File: src/include/oled_init.svh
`ifndef OLED_INIT_SVH
`define OLED_INIT_SVH

// ssd1306 power-up list, sent with dc low.
// clock divide, multiplex and offset stay at their power-on values.
`define OLED_INIT_LEN 10

// byte n of the list.
`define OLED_INIT_BYTE(n) ( \
	((n) == 0) ? 8'hAE : \
	((n) == 1) ? 8'h8D : \
	((n) == 2) ? 8'h14 : \
	((n) == 3) ? 8'h20 : \
	((n) == 4) ? 8'h00 : \
	((n) == 5) ? 8'hA1 : \
	((n) == 6) ? 8'hC8 : \
	((n) == 7) ? 8'h81 : \
	((n) == 8) ? 8'hCF : \
	8'hAF)

`endif

File: src/hdl/photon_pkg.sv
`default_nettype none

package photon_pkg;

	////////////////////////////////////////
	// pulse count.
	////////////////////////////////////////
	localparam int NUM_DIGITS = 8; // eight bcd digits on one row.

	// digit 0 is the least significant.
	typedef logic [NUM_DIGITS-1:0][3:0] bcd_count_t;

	////////////////////////////////////////
	// gate window.
	////////////////////////////////////////
	localparam int GATE_W = 24; // gate length width.
	localparam int GATE_DEFAULT = 20000; // 400 us at 50 mhz.

	////////////////////////////////////////
	// oled link.
	////////////////////////////////////////
	localparam int SCLK_DIV = 4; // clk cycles per spi bit, even.
	localparam logic [2:0] DIGIT_PAGE = 3'd2; // row of the digits.
	localparam int GLYPH_W = 8; // columns per glyph.
	localparam int CLEAR_BYTES = 1024; // 128 columns x 8 pages.

	// what the driver does for one command.
	typedef enum logic [1:0] {
		INIT,
		CLEAR,
		DRAW
	} oled_op_t;

	typedef struct packed {
		oled_op_t op;
		logic [6:0] col; // start column.
		logic [2:0] page; // start page.
		logic [3:0] digit; // glyph code, draw only.
	} oled_cmd_t;

endpackage

`default_nettype wire

File: src/hdl/display_sequencer.sv
`timescale 1ns/100ps
`default_nettype none

module display_sequencer (
	input logic clk,
	input logic rst_n,
	input logic snap_valid,
	input photon_pkg::bcd_count_t snap_count,
	output logic cmd_en,
	output photon_pkg::oled_cmd_t cmd,
	input logic cmd_done
);
	import photon_pkg::*;

	oled_op_t stage; // init, clear, then draw for good.
	logic frame_active; // eight draws in flight.
	logic [2:0] pos; // digit slot, 0 leftmost.
	logic pending; // snapshot waiting for a frame.
	logic take; // frame starts this cycle.
	bcd_count_t latest; // newest unshown snapshot.
	bcd_count_t frame; // digits of the frame being drawn.

	assign take = (stage == DRAW) && !frame_active && (snap_valid || pending);

	// snapshot data.
	always_ff @(posedge clk) begin
		if (snap_valid) latest <= snap_count; // older ones dropped.
		if (take) frame <= snap_valid ? snap_count : latest;
	end

	////////////////////////////////////////
	// step control.
	////////////////////////////////////////
	always_ff @(posedge clk or negedge rst_n) begin
		if (!rst_n) begin
			stage <= INIT;
			cmd_en <= 1'b0;
			cmd <= '0;
			frame_active <= 1'b0;
			pos <= 3'd0;
			pending <= 1'b0;
		end else begin
			if (take) pending <= 1'b0;
			else if (snap_valid && stage == DRAW) pending <= 1'b1; // mid frame.
			case (stage)
				INIT, CLEAR: begin
					if (cmd_done) begin
						cmd_en <= 1'b0;
						stage <= (stage == INIT) ? CLEAR : DRAW;
					end else if (!cmd_en) begin
						cmd_en <= 1'b1;
						cmd <= '{op: stage, col: 7'd0, page: 3'd0, digit: 4'd0};
					end
				end
				default: begin
					if (take) begin
						frame_active <= 1'b1;
						pos <= 3'd0; // most significant digit first.
					end else if (frame_active) begin
						if (cmd_done) begin
							cmd_en <= 1'b0;
							if (pos == 3'(NUM_DIGITS - 1)) frame_active <= 1'b0;
							else pos <= pos + 3'd1;
						end else if (!cmd_en) begin
							cmd_en <= 1'b1;
							cmd <= '{op: DRAW, col: 7'(pos * GLYPH_W), page: DIGIT_PAGE,
								digit: frame[3'(NUM_DIGITS - 1) - pos]};
						end
					end
				end
			endcase
		end
	end

endmodule

`default_nettype wire

File: src/hdl/gate_ctrl.sv
`timescale 1ns/100ps
`default_nettype none

module gate_ctrl (
	input logic clk,
	input logic rst_n,
	input logic cfg_wr,
	input logic [photon_pkg::GATE_W-1:0] cfg_gate_len,
	input photon_pkg::bcd_count_t count,
	output logic gate_end,
	output logic snap_valid,
	output photon_pkg::bcd_count_t snap_count
);
	import photon_pkg::*;

	logic [GATE_W-1:0] gate_len; // window length in clk cycles.
	logic [GATE_W-1:0] timer; // cycles into the window.

	////////////////////////////////////////
	// gate length register and timer.
	////////////////////////////////////////
	assign gate_end = (timer == gate_len - 1'b1); // last cycle of the window.

	always_ff @(posedge clk or negedge rst_n) begin
		if (!rst_n) begin
			gate_len <= GATE_W'(GATE_DEFAULT);
			timer <= '0;
		end else if (cfg_wr) begin
			gate_len <= cfg_gate_len; // new length,
			timer <= '0; // window restarts.
		end else if (gate_end) begin
			timer <= '0;
		end else begin
			timer <= timer + 1'b1;
		end
	end

	////////////////////////////////////////
	// snapshot.
	////////////////////////////////////////
	always_ff @(posedge clk or negedge rst_n) begin
		if (!rst_n) begin
			snap_valid <= 1'b0;
			snap_count <= '0;
		end else begin
			snap_valid <= gate_end; // lines up with the new snapshot.
			if (gate_end) snap_count <= count; // held till next window end.
		end
	end

endmodule

`default_nettype wire

File: src/hdl/glyph_rom.sv
`timescale 1ns/100ps
`default_nettype none

module glyph_rom (
	input logic [3:0] digit,
	input logic [2:0] col,
	output logic [7:0] glyph_byte
);
	import photon_pkg::*;

	// column 0 leftmost, bit 0 is the top pixel row.
	logic [0:GLYPH_W-1][7:0] glyph;

	always_comb begin
		case (digit)
			4'd0: glyph = {8'h00, 8'h3E, 8'h51, 8'h49, 8'h45, 8'h3E, 8'h00, 8'h00};
			4'd1: glyph = {8'h00, 8'h00, 8'h42, 8'h7F, 8'h40, 8'h00, 8'h00, 8'h00};
			4'd2: glyph = {8'h00, 8'h42, 8'h61, 8'h51, 8'h49, 8'h46, 8'h00, 8'h00};
			4'd3: glyph = {8'h00, 8'h21, 8'h41, 8'h45, 8'h4B, 8'h31, 8'h00, 8'h00};
			4'd4: glyph = {8'h00, 8'h18, 8'h14, 8'h12, 8'h7F, 8'h10, 8'h00, 8'h00};
			4'd5: glyph = {8'h00, 8'h27, 8'h45, 8'h45, 8'h45, 8'h39, 8'h00, 8'h00};
			4'd6: glyph = {8'h00, 8'h3C, 8'h4A, 8'h49, 8'h49, 8'h30, 8'h00, 8'h00};
			4'd7: glyph = {8'h00, 8'h01, 8'h71, 8'h09, 8'h05, 8'h03, 8'h00, 8'h00};
			4'd8: glyph = {8'h00, 8'h36, 8'h49, 8'h49, 8'h49, 8'h36, 8'h00, 8'h00};
			4'd9: glyph = {8'h00, 8'h06, 8'h49, 8'h49, 8'h29, 8'h1E, 8'h00, 8'h00};
			default: glyph = '0; // 10..15 blank.
		endcase
	end

	assign glyph_byte = glyph[col]; // one column per read.

endmodule

`default_nettype wire

File: src/hdl/oled_spi_driver.sv
`timescale 1ns/100ps
`default_nettype none
`include "oled_init.svh"

module oled_spi_driver (
	input logic clk,
	input logic rst_n,
	input logic cmd_en,
	input photon_pkg::oled_cmd_t cmd,
	output logic cmd_done,
	output logic [3:0] glyph_digit,
	output logic [2:0] glyph_col,
	input logic [7:0] glyph_byte,
	output logic cs_n,
	output logic sclk,
	output logic dc,
	output logic sdin
);
	import photon_pkg::*;

	logic busy;
	logic start;
	logic bit_end; // last clk of a bit time.
	logic [$clog2(SCLK_DIV)-1:0] div; // position in the bit time.
	logic [2:0] bit_cnt;
	logic [10:0] byte_cnt; // byte being shifted, up to 3 + 1024.
	logic [10:0] next_idx; // byte to load next.
	logic [10:0] last_idx; // final byte of this command.
	logic [7:0] shift;
	logic [7:0] src_byte;
	logic src_dc;

	assign start = cmd_en && !busy && !cmd_done; // en still high in done cycle.
	assign bit_end = busy && (int'(div) == SCLK_DIV - 1);
	assign next_idx = busy ? byte_cnt + 11'd1 : 11'd0;
	assign sdin = shift[7]; // msb first.

	////////////////////////////////////////
	// byte source.
	////////////////////////////////////////
	assign glyph_digit = cmd.digit;
	assign glyph_col = 3'(next_idx - 11'd3); // data bytes follow 3 address bytes.

	always_comb begin
		case (cmd.op)
			INIT: last_idx = 11'(`OLED_INIT_LEN - 1);
			CLEAR: last_idx = 11'(CLEAR_BYTES + 2);
			default: last_idx = 11'(GLYPH_W + 2);
		endcase
	end

	always_comb begin
		src_byte = 8'h00;
		src_dc = 1'b0;
		if (cmd.op == INIT) begin
			src_byte = `OLED_INIT_BYTE(next_idx);
		end else begin
			case (next_idx)
				11'd0: src_byte = {4'h0, cmd.col[3:0]}; // column low nibble.
				11'd1: src_byte = {5'b00010, cmd.col[6:4]}; // column high nibble.
				11'd2: src_byte = {5'b10110, cmd.page}; // page start.
				default: begin
					src_dc = 1'b1; // gram data.
					src_byte = (cmd.op == DRAW) ? glyph_byte : 8'h00;
				end
			endcase
		end
	end

	////////////////////////////////////////
	// serializer.
	////////////////////////////////////////
	always_ff @(posedge clk or negedge rst_n) begin
		if (!rst_n) begin
			busy <= 1'b0;
			div <= '0;
			bit_cnt <= 3'd0;
			byte_cnt <= 11'd0;
			shift <= 8'h00;
			cs_n <= 1'b1;
			sclk <= 1'b0;
			dc <= 1'b0;
			cmd_done <= 1'b0;
		end else begin
			cmd_done <= 1'b0;
			if (start) begin
				busy <= 1'b1;
				cs_n <= 1'b0; // low for the whole command.
				div <= '0;
				bit_cnt <= 3'd0;
				byte_cnt <= 11'd0;
				shift <= src_byte;
				dc <= src_dc;
			end else if (busy) begin
				div <= bit_end ? '0 : div + 1'b1;
				if (int'(div) == SCLK_DIV / 2 - 1) sclk <= 1'b1; // rising mid bit.
				if (bit_end) begin
					sclk <= 1'b0; // falling edge, data moves.
					bit_cnt <= bit_cnt + 3'd1;
					if (bit_cnt != 3'd7) begin
						shift <= {shift[6:0], 1'b0};
					end else if (byte_cnt == last_idx) begin
						busy <= 1'b0;
						cs_n <= 1'b1;
						dc <= 1'b0;
						shift <= 8'h00;
						cmd_done <= 1'b1;
					end else begin
						byte_cnt <= next_idx; // next byte back to back.
						shift <= src_byte;
						dc <= src_dc;
					end
				end
			end
		end
	end

endmodule

`default_nettype wire

File: src/hdl/photon_counter_top.sv
`timescale 1ns/100ps
`default_nettype none

module photon_counter_top (
	input logic clk,
	input logic rst_n,
	input logic pulse, // detector output, async.
	input logic cfg_wr,
	input logic [photon_pkg::GATE_W-1:0] cfg_gate_len,
	output logic snap_valid,
	output photon_pkg::bcd_count_t snap_count,
	output logic cs_n,
	output logic sclk,
	output logic dc,
	output logic sdin
);
	import photon_pkg::*;

	bcd_count_t count; // live count.
	logic gate_end;
	logic cmd_en;
	logic cmd_done;
	oled_cmd_t cmd;
	logic [3:0] glyph_digit;
	logic [2:0] glyph_col;
	logic [7:0] glyph_byte;

	////////////////////////////////////////
	// counting.
	////////////////////////////////////////
	pulse_counter u_pulse_counter (
		.clk(clk),
		.rst_n(rst_n),
		.pulse(pulse),
		.clear(gate_end), // window end clears.
		.count(count)
	);

	gate_ctrl u_gate_ctrl (
		.clk(clk),
		.rst_n(rst_n),
		.cfg_wr(cfg_wr),
		.cfg_gate_len(cfg_gate_len),
		.count(count),
		.gate_end(gate_end),
		.snap_valid(snap_valid),
		.snap_count(snap_count)
	);

	////////////////////////////////////////
	// display.
	////////////////////////////////////////
	display_sequencer u_display_sequencer (
		.clk(clk),
		.rst_n(rst_n),
		.snap_valid(snap_valid),
		.snap_count(snap_count),
		.cmd_en(cmd_en),
		.cmd(cmd),
		.cmd_done(cmd_done)
	);

	oled_spi_driver u_oled_spi_driver (
		.clk(clk),
		.rst_n(rst_n),
		.cmd_en(cmd_en),
		.cmd(cmd),
		.cmd_done(cmd_done),
		.glyph_digit(glyph_digit),
		.glyph_col(glyph_col),
		.glyph_byte(glyph_byte),
		.cs_n(cs_n),
		.sclk(sclk),
		.dc(dc),
		.sdin(sdin)
	);

	glyph_rom u_glyph_rom (
		.digit(glyph_digit),
		.col(glyph_col),
		.glyph_byte(glyph_byte) // read back the same cycle.
	);

endmodule

`default_nettype wire

File: src/hdl/pulse_counter.sv
`timescale 1ns/100ps
`default_nettype none

module pulse_counter (
	input logic clk,
	input logic rst_n,
	input logic pulse,
	input logic clear,
	output photon_pkg::bcd_count_t count
);
	import photon_pkg::*;

	logic sync_0; // first synchronizer stage.
	logic sync_1; // second stage, safe to use.
	logic pulse_q; // edge register.
	logic rise;
	logic carry;
	bcd_count_t count_nxt;

	assign rise = sync_1 & ~pulse_q; // one cycle per rising edge.

	always_ff @(posedge clk or negedge rst_n) begin
		if (!rst_n) begin
			sync_0 <= 1'b0;
			sync_1 <= 1'b0;
			pulse_q <= 1'b0;
		end else begin
			sync_0 <= pulse;
			sync_1 <= sync_0;
			pulse_q <= sync_1;
		end
	end

	// clear wins over the held count, an edge in the clear cycle opens the new window.
	always_comb begin
		carry = rise;
		for (int i = 0; i < NUM_DIGITS; i++) begin
			count_nxt[i] = clear ? 4'd0 : count[i];
			if (carry) begin
				if (count_nxt[i] == 4'd9) begin
					count_nxt[i] = 4'd0; // roll, carry on.
				end else begin
					count_nxt[i] = count_nxt[i] + 4'd1;
					carry = 1'b0;
				end
			end
		end
	end

	always_ff @(posedge clk or negedge rst_n) begin
		if (!rst_n) count <= '0;
		else count <= count_nxt; // wraps past 99999999.
	end

endmodule

`default_nettype wire

File: config.mk
export PLATFORM = sky130hd
export DESIGN_NAME = photon_counter_top
export DESIGN_NICKNAME = d
export VERILOG_FILES = /design/src/hdl/photon_pkg.sv /design/src/hdl/display_sequencer.sv /design/src/hdl/gate_ctrl.sv /design/src/hdl/glyph_rom.sv /design/src/hdl/oled_spi_driver.sv /design/src/hdl/photon_counter_top.sv /design/src/hdl/pulse_counter.sv
export VERILOG_INCLUDE_DIRS = /design/src /design/src/include
export SDC_FILE = /design/constraint.sdc
export NUM_CORES = 1
export LEC_CHECK = 0
export BUFFER_PORTS_ARGS = -buffer_cell sky130_fd_sc_hd__buf_4
export CAP_MARGIN = 5
export CORE_MARGIN = 10
export CORE_UTILIZATION = 55
export CTS_CLUSTER_SIZE = 16
export DETAILED_ROUTE_END_ITERATION = 8
export GPL_TIMING_DRIVEN = 0
export PLACE_DENSITY_LB_ADDON = 0.12
export SYNTH_ARGS = -nofsm -noshare
export SYNTH_HDL_FRONTEND = slang
export SYNTH_SLANG_ARGS = --single-unit
File: constraint.sdc
create_clock -name clk -period 5.6 [get_ports clk]
set_input_delay 1.12 -clock clk [delete_from_list [all_inputs] [get_ports clk]]
set_output_delay 1.12 -clock clk [all_outputs]
set_load 0.01 [all_outputs]
Word-level counts from Yosys, hierarchy flattened --
Memories as Yosys holds them, arrays and structs flattened. Cells that the tools add are included.
Word-level totals: bits in registers 233, ROM bits 560, bits of input ports 28, output and inout bits 37, logic and storage cells 266, memories kept 1
Cells by class: add/sub/neg operators 16, magnitude comparators 2, equal/unequal tests 30, muxes and demuxes 122, bitwise operators 7, reduce and logical (&&, ||, !) cells 32
Memories:
- (no name shown) | words 16, width 35, read ports 1, clocked after memory_dff 0, wr ports 0, line glyph_rom.sv:15 | case (digit)
Operators by type and width (number):
- 2-to-1 mux 8 bit | 17
- 2-to-1 mux 16 bit | 7
- 2-to-1 mux 4 bit | 25
- 2-to-1 mux 11 bit | 6
- 2-to-1 mux 1 bit | 48
- 2-to-1 mux 24 bit | 2
- == test 11 x 3 -> 1 bit, second input constant | 4
- adder 4 x 1 -> 4 bit, second input constant | 8
- == test 4 bit, second input constant | 8
- 2-to-1 mux 32 bit | 1
- adder 24 x 1 -> 24 bit, second input constant | 1
- binary-select mux 8 bit (select 3 bit) | 1
- == test 24 bit | 1
- case mux 8 bit (3 select lines) | 1
- subtractor 24 x 1 -> 24 bit, second input constant | 1
- == test 11 x 2 -> 1 bit, second input constant | 2
- case mux 11 bit (2 select lines) | 1
- 2-to-1 mux 3 bit | 7
- AND reduction 4 bit | 4
- nonzero test 2 bit | 8
- binary-select mux 4 bit (select 3 bit) | 1
- adder 11 x 1 -> 11 bit, second input constant | 1
- == test 11 x 1 -> 1 bit, second input constant | 1
- == test 11 bit | 1
- 27 further kinds | 52

Depth between registers and ports, before layout --
Gate-level depths: netlist of the first run.
depth after elaboration 18, depth in mapped cells 13, mapped depth without buffers 10

By module --
A second synthesis of the first run with hierarchy kept.
Second synthesis, totals: cell total of the unflattened synthesis 1174, area total of the unflattened synthesis 12290.5 µm²
By module, submodules not included:
- gate_ctrl | instances 1, cells an instance 367, area an instance 4127.7 µm², seq. area each 2033.2 µm²
- display_sequencer | instances 1, cells an instance 210, area an instance 3094.2 µm², seq. area each 2052.0 µm²
- oled_spi_driver | instances 1, cells an instance 272, area an instance 2283.4 µm², seq. area each 726.9 µm²
- pulse_counter | instances 1, cells an instance 211, area an instance 1990.7 µm², seq. area each 875.8 µm²
- glyph_rom | instances 1, cells an instance 114, area an instance 794.5 µm², seq. area each 0.0 µm²

Least setup slack after synthesis of the first run --
No wires, ideal clock.
path kind register to register, start point register u_gate_ctrl.gate_len[0], end point register u_gate_ctrl.snap_count[3] (netlist name), setup time 0.125 ns, arrival time 3.054 ns, required time 5.475 ns, path slack 2.421 ns, stages on the path, launching flop included 13, buffers on the path 3, period minus slack after synthesis 3.179 ns, path through dfrtp_1 > inv_1 > ha_1 > or3b_2 > clkbuf_1 > nor4_4 > a21o_1 > o211ai_1 > nor4_2 > nor4bb_2 > buf_6 > buf_6 > mux2_4
On the way: cells in the longest elaborated chain, start to end 2
Ends and longest elaborated chain:
- start, declared | line gate_ctrl.sv:16 | logic [GATE_W-1:0] gate_len;
- start signal, assigned | line gate_ctrl.sv:26 | gate_len <= GATE_W'(GATE_DEFAULT);
- start signal, assigned | line gate_ctrl.sv:29 | gate_len <= cfg_gate_len;
- subtractor 24 x 1 -> 24 bit | line gate_ctrl.sv:22 | assign gate_end = (timer == gate_len - 1'b1);
- == test 24 bit | line gate_ctrl.sv:22
- end signal, assigned | line gate_ctrl.sv:47 | if (gate_end) snap_count <= count;
- end, declared | line gate_ctrl.sv:12 | output photon_pkg::bcd_count_t snap_count
Every way passes these cells. A chain may end at the register's enable or synchronous reset.

Worst setup path in the final report of the first run --
start point register u_oled_spi_driver.byte_cnt[0], end point register u_oled_spi_driver.shift[3]
On the way: cells in the longest elaborated chain, start to end 17, elaborated cells between the ends (all ways) 32, those cells by class add/sub: 2; eq/ne: 8; mux: 20; bitwise: 1; reduce/logical: 1
Ends and longest elaborated chain:
- start, declared | line oled_spi_driver.sv:26 | logic [10:0] byte_cnt;
- start signal, assigned | line oled_spi_driver.sv:109 | byte_cnt <= next_idx;
- parallel branches: the longest is 16 deep, another holds adder 11 x 1 -> 11 bit
- 2-to-1 mux 8 bit * | line oled_spi_driver.sv:86 | if (start) begin
- end signal, assigned | line oled_spi_driver.sv:92 | shift <= src_byte;
- end signal, assigned | line oled_spi_driver.sv:101 | shift <= {shift[6:0], 1'b0};
- end signal, assigned | line oled_spi_driver.sv:110 | shift <= src_byte;
- end, declared | line oled_spi_driver.sv:29 | logic [7:0] shift;
Every way passes the cells marked *. The select of a mux whose other input is x is not followed.

==> results of run 1 <==
-- final timing paths --
kind	cells after the start	startpoint	slack, ps	to
max	13	u_oled_spi_driver.byte_cnt[0]$_DFFE_PN0P_	1490	u_oled_spi_driver.shift[3]$_DFFE_PN0P_
max in group asynchronous	2	rst_n	4220	u_gate_ctrl.timer[11]$_DFF_PN0_
min	0	u_pulse_counter.sync_0$_DFF_PN0_	350	u_pulse_counter.sync_1$_DFF_PN0_
max reg2reg	13	u_oled_spi_driver.byte_cnt[0]$_DFFE_PN0P_	1490	u_oled_spi_driver.shift[3]$_DFFE_PN0P_
min in group asynchronous	1	rst_n	500	u_gate_ctrl.gate_len[6]$_DFFE_PN0P_
min reg2reg	0	u_pulse_counter.sync_0$_DFF_PN0_	350	u_pulse_counter.sync_1$_DFF_PN0_
-- worst max-delay path, delay by kind of cell, from the launching register on --
kind	cells	cell delay (ps)
flip-flops	1	440
buffers and inverters	5	1250
AND/OR/NAND/NOR	3	740
AO/OA/AOI/OAI	4	1210
adder cells (fa/ha/maj)	1	340
-- cell usage after synthesis, drive strengths merged (11+ instances only) --
master    n  area, um2
a21o     12       90.1
a21oi    44        220
a31oi    13       96.3
and3     13       81.3
buf      15        154
clkbuf   51        191
dfrtp   157       3930
dfxtp    32        641
edfxtp   32        961
ha       21        263
inv      31        116
mux2     88       1110
mux2i    11        110
nand2    95        357
nand2b   12       75.1
nand3    39        195
nand4    18        113
nor2     86        323
nor2b    15       93.8
nor3     48        240
nor4     15        121
o21ai    59        295
o22ai    11       68.8
xnor2    45        394
xor2     30        263
-- flip-flops by register name, indices dropped and copies added (netlist names), 2 cells and up --
signal                      cells
u_display_sequencer.frame      32
u_display_sequencer.latest     32
u_gate_ctrl.snap_count         32
u_pulse_counter.count          32
u_gate_ctrl.gate_len           24
u_gate_ctrl.timer              24
u_oled_spi_driver.byte_cnt     11
u_display_sequencer.cmd        10
u_oled_spi_driver.shift         8
u_display_sequencer.pos         3
u_oled_spi_driver.bit_cnt       3
u_display_sequencer.stage       2
u_oled_spi_driver.div           2
-- layout by cell type (no fill, tap or decap), types with 7 or more instances in the layout --
cell	count
dfrtp_1	157
nand2_1	95
nor2_1	86
buf_4	62
o21ai_0	59
mux2_2	56
clkbuf_1	54
nor3_1	48
xnor2_1	45
a21oi_1	44
nand3_1	39
mux2_4	32
edfxtp_1	32
dfxtp_1	32
inv_1	31
xor2_1	30
clkbuf_16	25
ha_1	21
nand4_1	18
nor2b_1	15
and3_1	13
nand2b_1	12
nor4_1	12
a31oi_1	12
a21o_1	12
mux2i_1	11
o22ai_1	11
o2111ai_1	8
mux4_2	8
nand3b_1	7
a211oi_1	7
o31ai_1	7
-- cell type report --
class	count	area [um2]	share of cell area [%]
multi-input combinational	819	5830	42.4
clock buffer	31	678	4.94
sequential	227	5690	41.4
timing repair buffer	64	508	3.70
clock inverter	15	230	1.68
tap	275	344	2.50
buffer	66	345	2.51
inverter	32	120	0.874
-- power by group --
group / internal (uW) / leakage (uW) / total, uW / switching (uW)
Sequential: 1710 / 0.00263 / 1760 / 55.1
Combinational: 94.3 / 0.00260 / 211 / 117
Clock: 1100 / 0.000440 / 1790 / 691
Total: 2900 / 0.00568 / 3760 / 863
-- kinds of logic after synthesis --
group                      count (synthesis)  synth area share [%]
AOI/OAI and AO/OA                        216                  11.9
xor gates and xnor gates                  75                  5.48
adders and majority gates                 21                  2.19
buffers and inverters                     98                  3.89
DFF                                      227                  47.5
muxes                                    107                  11.7
and+or+nand+nor                          400                  17.4
-- stage by stage --
stage	hold slack, ps	power (uW)	std cells	setup WS (ps)
4_1_cts	355	3790	1529	1560
3_3_place_gp	332	1990	1482	1530
2_1_floorplan	331	1910	1144	2420
6_report	350	3760	1529	1490
3_5_place_dp	341	2000	1483	1590
5_1_grt	366	3890	1529	1180
-- routing by layer --
metal / vias to the layer above / part of all wire [%]
li1: 4334 / -
met1: 4323 / 47
met2: 196 / 47
met3: 47 / 3.9
met4: 0 / 2.0
met5: - / 0
==> flow_metrics.tcl, run 1 <==
set metrics [dict create \
    drt_iter0_drc 774 \
    power_leakage_uw 0.00568 \
    setup_tns_ps 0 \
    synth-seq-area-share_pct 47.5 \
    synth_top_flop_cell "dfrtp_1" \
    die_h_um 168 \
    dr.pass1.iters 6 \
    finalCriticalPeriod_ps 4110 \
    clk_path_buf_depth 3 \
    die-area_mm2 0.0281 \
    area_growth_pct 14.7 \
    ys_types 81 \
    clockRootBuffer "clkbuf_16" \
    grt_pass1_vias 8835 \
    syn-mean-instance-area_um2 10.5 \
    clock_sinks 227 \
    critPathLaunchType "flip-flop" \
    crit_type "reg -> reg" \
    hold_class "reg -> reg" \
    use_met3_pct 2.50 \
    detail-route-antenna-nets 0 \
    synth_edf_count 32 \
    drt_wl_total_um 28200 \
    crit_path_max_fanout 11 \
    drive_above_1_share_pct 19.1 \
    io_pins 65 \
    cts_tree "done" \
    grtUsageTotal_pct 19.6 \
    ir_drop_uv 227 \
    critPathMaxStageDelay_ps 570 \
    synthArstFlopShare_pct 71.8 \
    synth_warnings 0 \
    post-route-util_pct 64.8 \
    grt_pass1_wl_um 46800 \
    synth_area_mm2 0.0120 \
    portBuffers 63 \
    dp_hpwl_um 20100 \
    hold_viol_final 0 \
    required_ps 6010 \
    clkTransAtPathRegs_ps 60 \
    nNetsFinal 1284 \
    gp_congestion 0.880 \
    grt_antenna_before_repair 0 \
    maxSlewViolCount 0 \
    cp_cell_sequence "nand2b_1 > clkbuf_1 > inv_1 > clkbuf_1 > buf_1 > ha_1 > or2_2 > clkbuf_1 > nor2_1 > o21ai_0 > a31oi_1 > a221oi_1 > o32ai_1" \
    slowest_stage "a31oi_1" \
    fin_crit_sh_pct 73.4 \
    overflow 0 \
    gr-usage-met2_pct 32.1 \
    grt_max_degree 112 \
    max_freq_mhz 243 \
    wire_per_inst_um 18.4 \
    start_util_pct 56.5 \
    ys_ff_latch 227 \
    cap_violations 0 \
    synthCells 1144 \
    worstSetupEndpointType "flip-flop" \
    clk_latency_ps 540 \
    numCtsBuffers 25 \
    grt_busiest_layer "met2" \
    via_per_inst 5.82 \
    slew_headroom_pct 32.7 \
    vias 8900 \
    syn_nets 1193 \
    n_fill_cell 1710 \
    fp.dieW_um 168 \
    row_count 53 \
    diodes 0 \
    ctsResizeCount 0 \
    drc 0 \
    h-tree-depth 1 \
    finalSetupViolations 0 \
    arrival_ps 4520 \
    path_common_cell "clkbuf_1" \
    outcome "completed" \
    rsz0062_at_grt "false" \
    finalInstanceArea_mm2 0.0137 \
    clock_skew_ps 21.9 \
    powerDensity_mw_per_mm2 274 \
    cts_setup_buffers 0 \
    cts_hold_buf 0 \
    dpl_cell_area_mm2 0.0128 \
    core_mm2 0.0212 \
    worst_pin_slew_ps 1010 \
    grtUsageMet1_pct 27.0 \
]
Power figures use the tool's default switching activity.
==> run 2: changes to the inputs <==
- ABC_AREA: not set -> 1
- clock period: 5.6 -> 3.55 ns (I/O delays scaled with it)
==> flow_metrics.tcl, run 2 <==
set metrics [dict create \
    area_growth_pct 14.7 \
    slew_headroom_pct 24.1 \
    rsz0062_at_grt "false" \
    critPathLaunchType "flip-flop" \
    nNetsFinal 1696 \
    clk_latency_ps 540 \
    die-area_mm2 0.0280 \
    synth_edf_count 32 \
    fp.dieW_um 167 \
    synth_warnings 0 \
    overflow 0 \
    path_buf_inv 3 \
    final_common_cell "nand2_1" \
    synth_top_flop_cell "dfrtp_1" \
    gp_congestion 0.935 \
    synth_area_mm2 0.0119 \
    detail-route-antenna-nets 0 \
    arrival_ps 3640 \
    grt_pass1_wl_um 50000 \
    synth-seq-area-share_pct 47.7 \
    cts_setup_buffers 0 \
    clkTransAtPathRegs_ps 60 \
    wire_per_inst_um 15.6 \
    cts_tree "done" \
    outcome "completed" \
    diodes 0 \
    clk_path_buf_depth 3 \
    vias 10400 \
    dr.pass1.iters 7 \
    die_h_um 167 \
    required_ps 3980 \
    grtUsageTotal_pct 20.9 \
    yosys.area.top_type "dfrtp_1" \
    critPathMaxStageDelay_ps 380 \
    cap_violations 0 \
    drive_above_1_share_pct 9.54 \
    synthCells 1555 \
    fin_crit_sh_pct 90.4 \
    h-tree-depth 1 \
    portBuffers 64 \
    clock_skew_ps 14.9 \
    worstSetupEndpointType "flip-flop" \
    io_pins 65 \
    synthArstFlopShare_pct 71.8 \
    drt_wl_total_um 30200 \
    grt_max_degree 109 \
    ff2ff_path_depth 20 \
    ir_drop_uv 540 \
    post-route-util_pct 64.7 \
    finalCriticalPeriod_ps 3210 \
    cp_top_family "simple AND/OR/NAND/NOR gates" \
    mostFrequentLayoutCells "464 x nand2_1, 180 x inv_1, 157 x dfrtp_1" \
    hold_class "in -> async" \
    power_leakage_uw 0.00662 \
    slowest_stage "dfrtp_1" \
    max_freq_mhz 312 \
    crit_type "reg -> reg" \
    hold_viol_final 0 \
    path_common_cell "nand2_1" \
    numCtsBuffers 25 \
    maxSlewViolCount 0 \
    core_mm2 0.0212 \
    holdWs_ps 97.0 \
    syn_nets 1604 \
    synth_top_area_share_pct 32.9 \
    drt_iter0_drc 846 \
    yosys-top-cells-count "464 x nand2_1, 180 x inv_1, 157 x dfrtp_1, 149 x nor2_1, 119 x o21ai_0" \
    syn-mean-instance-area_um2 7.67 \
    clock_sinks 227 \
    powerDensity_mw_per_mm2 431 \
    grt_antenna_before_repair 0 \
    row_count 53 \
    via_per_inst 5.38 \
    cp_cell_sequence "inv_1 > ha_1 > nand2_2 > nor2_4 > nand2_1 > nand2_1 > nand2_1 > nand2_1 > nor2_1 > nand2_1 > nor2_1 > nand2_2 > buf_2 > nand2_1 > inv_1 > nand2_1 > nor3_2 > nand4_1 > nand2_1 > nand2_1" \
    ys_ff_latch 227 \
    dp_hpwl_um 22600 \
    yosysMostFrequentCell "nand2_1" \
    start_util_pct 56.4 \
    clockRootBuffer "clkbuf_16" \
    drc 0 \
    ys_types 47 \
    grt_pass1_vias 10000 \
    finalSetupViolations 0 \
    crit_path_max_fanout 10 \
    worst_pin_slew_ps 1140 \
    worstSetupPathDepth 20 \
    synth.area.top_cells "dfrtp_1 33%, nand2_1 15%, edfxtp_1 8.1%, inv_1 5.7%, dfxtp_1 5.4%" \
]
-- run 2: cell types whose count changed in the layout (fill, tap and decap cells not counted), moves of 15 or more --
| cell | delta |
|---|---|
| nor3_1 | -27 |
| nand2_1 | +369 |
| nand3_1 | +65 |
| mux2_4 | -32 |
| mux2_2 | -56 |
| inv_1 | +149 |
| nor2_1 | +62 |
| clkbuf_1 | -20 |
| xnor2_1 | -31 |
| nor2b_1 | -15 |
| o21ai_0 | +60 |
-- run 2: stage by stage --
step | power (uW) | TNS (ps) | std cells | worst slack (ps) | instance area [um2]
after floorplan | 3020 | 0 | 1555 | 1010 | 11900
after global placement | 3160 | -151 | 1894 | -87.2 | 12800
after detailed placement | 3170 | -146 | 1895 | -73.3 | 12800
after CTS | 5940 | 0 | 1941 | 87.1 | 13700
after global routing | 6120 | 0 | 1941 | 5.43 | 13700
final | 5900 | 0 | 1941 | 341 | 13700
-- run 2: cell type report --
class                      count  area [um2]
timing repair buffer          65         515
multi-input combinational   1098        5360
clock inverter                16         223
buffer                        41         183
sequential                   227        5690
tap                          275         344
clock buffer                  30         654
inverter                     189         709
fill                        1899        7470
-- run 2: where the power goes --
group	leakage [uW]	switching (uW)	total, uW	internal, uW
registers	0.00265	59.5	2750	2690
logic	0.00353	243	369	125
clock network	0.000438	1090	2780	1690
total	0.00662	1390	5900	4510
-- run 2: per-layer routing --
layer,vias up,GRT usage (%),routed length [um]
li1,5258,-,-
met1,4928,27.7,13800
met2,213,35.0,14400
met3,46,3.02,1270
met4,0,5.56,692
met5,-,0,0
-- run 2: cell families (layout without fill, tap and decap cells) --
| family | count (synthesis) | after routing | share of synthesized area [%] |
|---|---|---|---|
| AOI/OAI and AO/OA | 220 | 220 | 10.5 |
| DFF | 227 | 227 | 47.7 |
| xor gates and xnor gates | 39 | 39 | 2.86 |
| buffers and inverters | 230 | 341 | 7.46 |
| and+or+nand+nor | 818 | 818 | 29.3 |
| adders and majority gates | 21 | 21 | 2.20 |
-- run 2: path summary, 6_finish.rpt --
kind / startpoint / to / slack [ps]
setup / recovery: u_gate_ctrl.gate_len[0]$_DFFE_PN0P_ / u_pulse_counter.count[29]$_DFF_PN0_ / 340
hold / removal: rst_n / u_oled_spi_driver.shift[6]$_DFFE_PN0P_ / 100
setup reg to reg: u_gate_ctrl.gate_len[0]$_DFFE_PN0P_ / u_pulse_counter.count[29]$_DFF_PN0_ / 340
hold reg to reg: u_pulse_counter.sync_0$_DFF_PN0_ / u_pulse_counter.sync_1$_DFF_PN0_ / 360
max in group asynchronous: rst_n / u_gate_ctrl.timer[15]$_DFF_PN0_ / 2530
min in group clk: pulse / u_pulse_counter.sync_0$_DFF_PN0_ / 280
-- run 2: repair_timing --
action / 4_1_cts / 5_1_grt
setup endpoints to repair: 2 / 20
gates resized for setup: 1 / 6
pin swaps: 0 / 0
hold buffers: 0 / 0
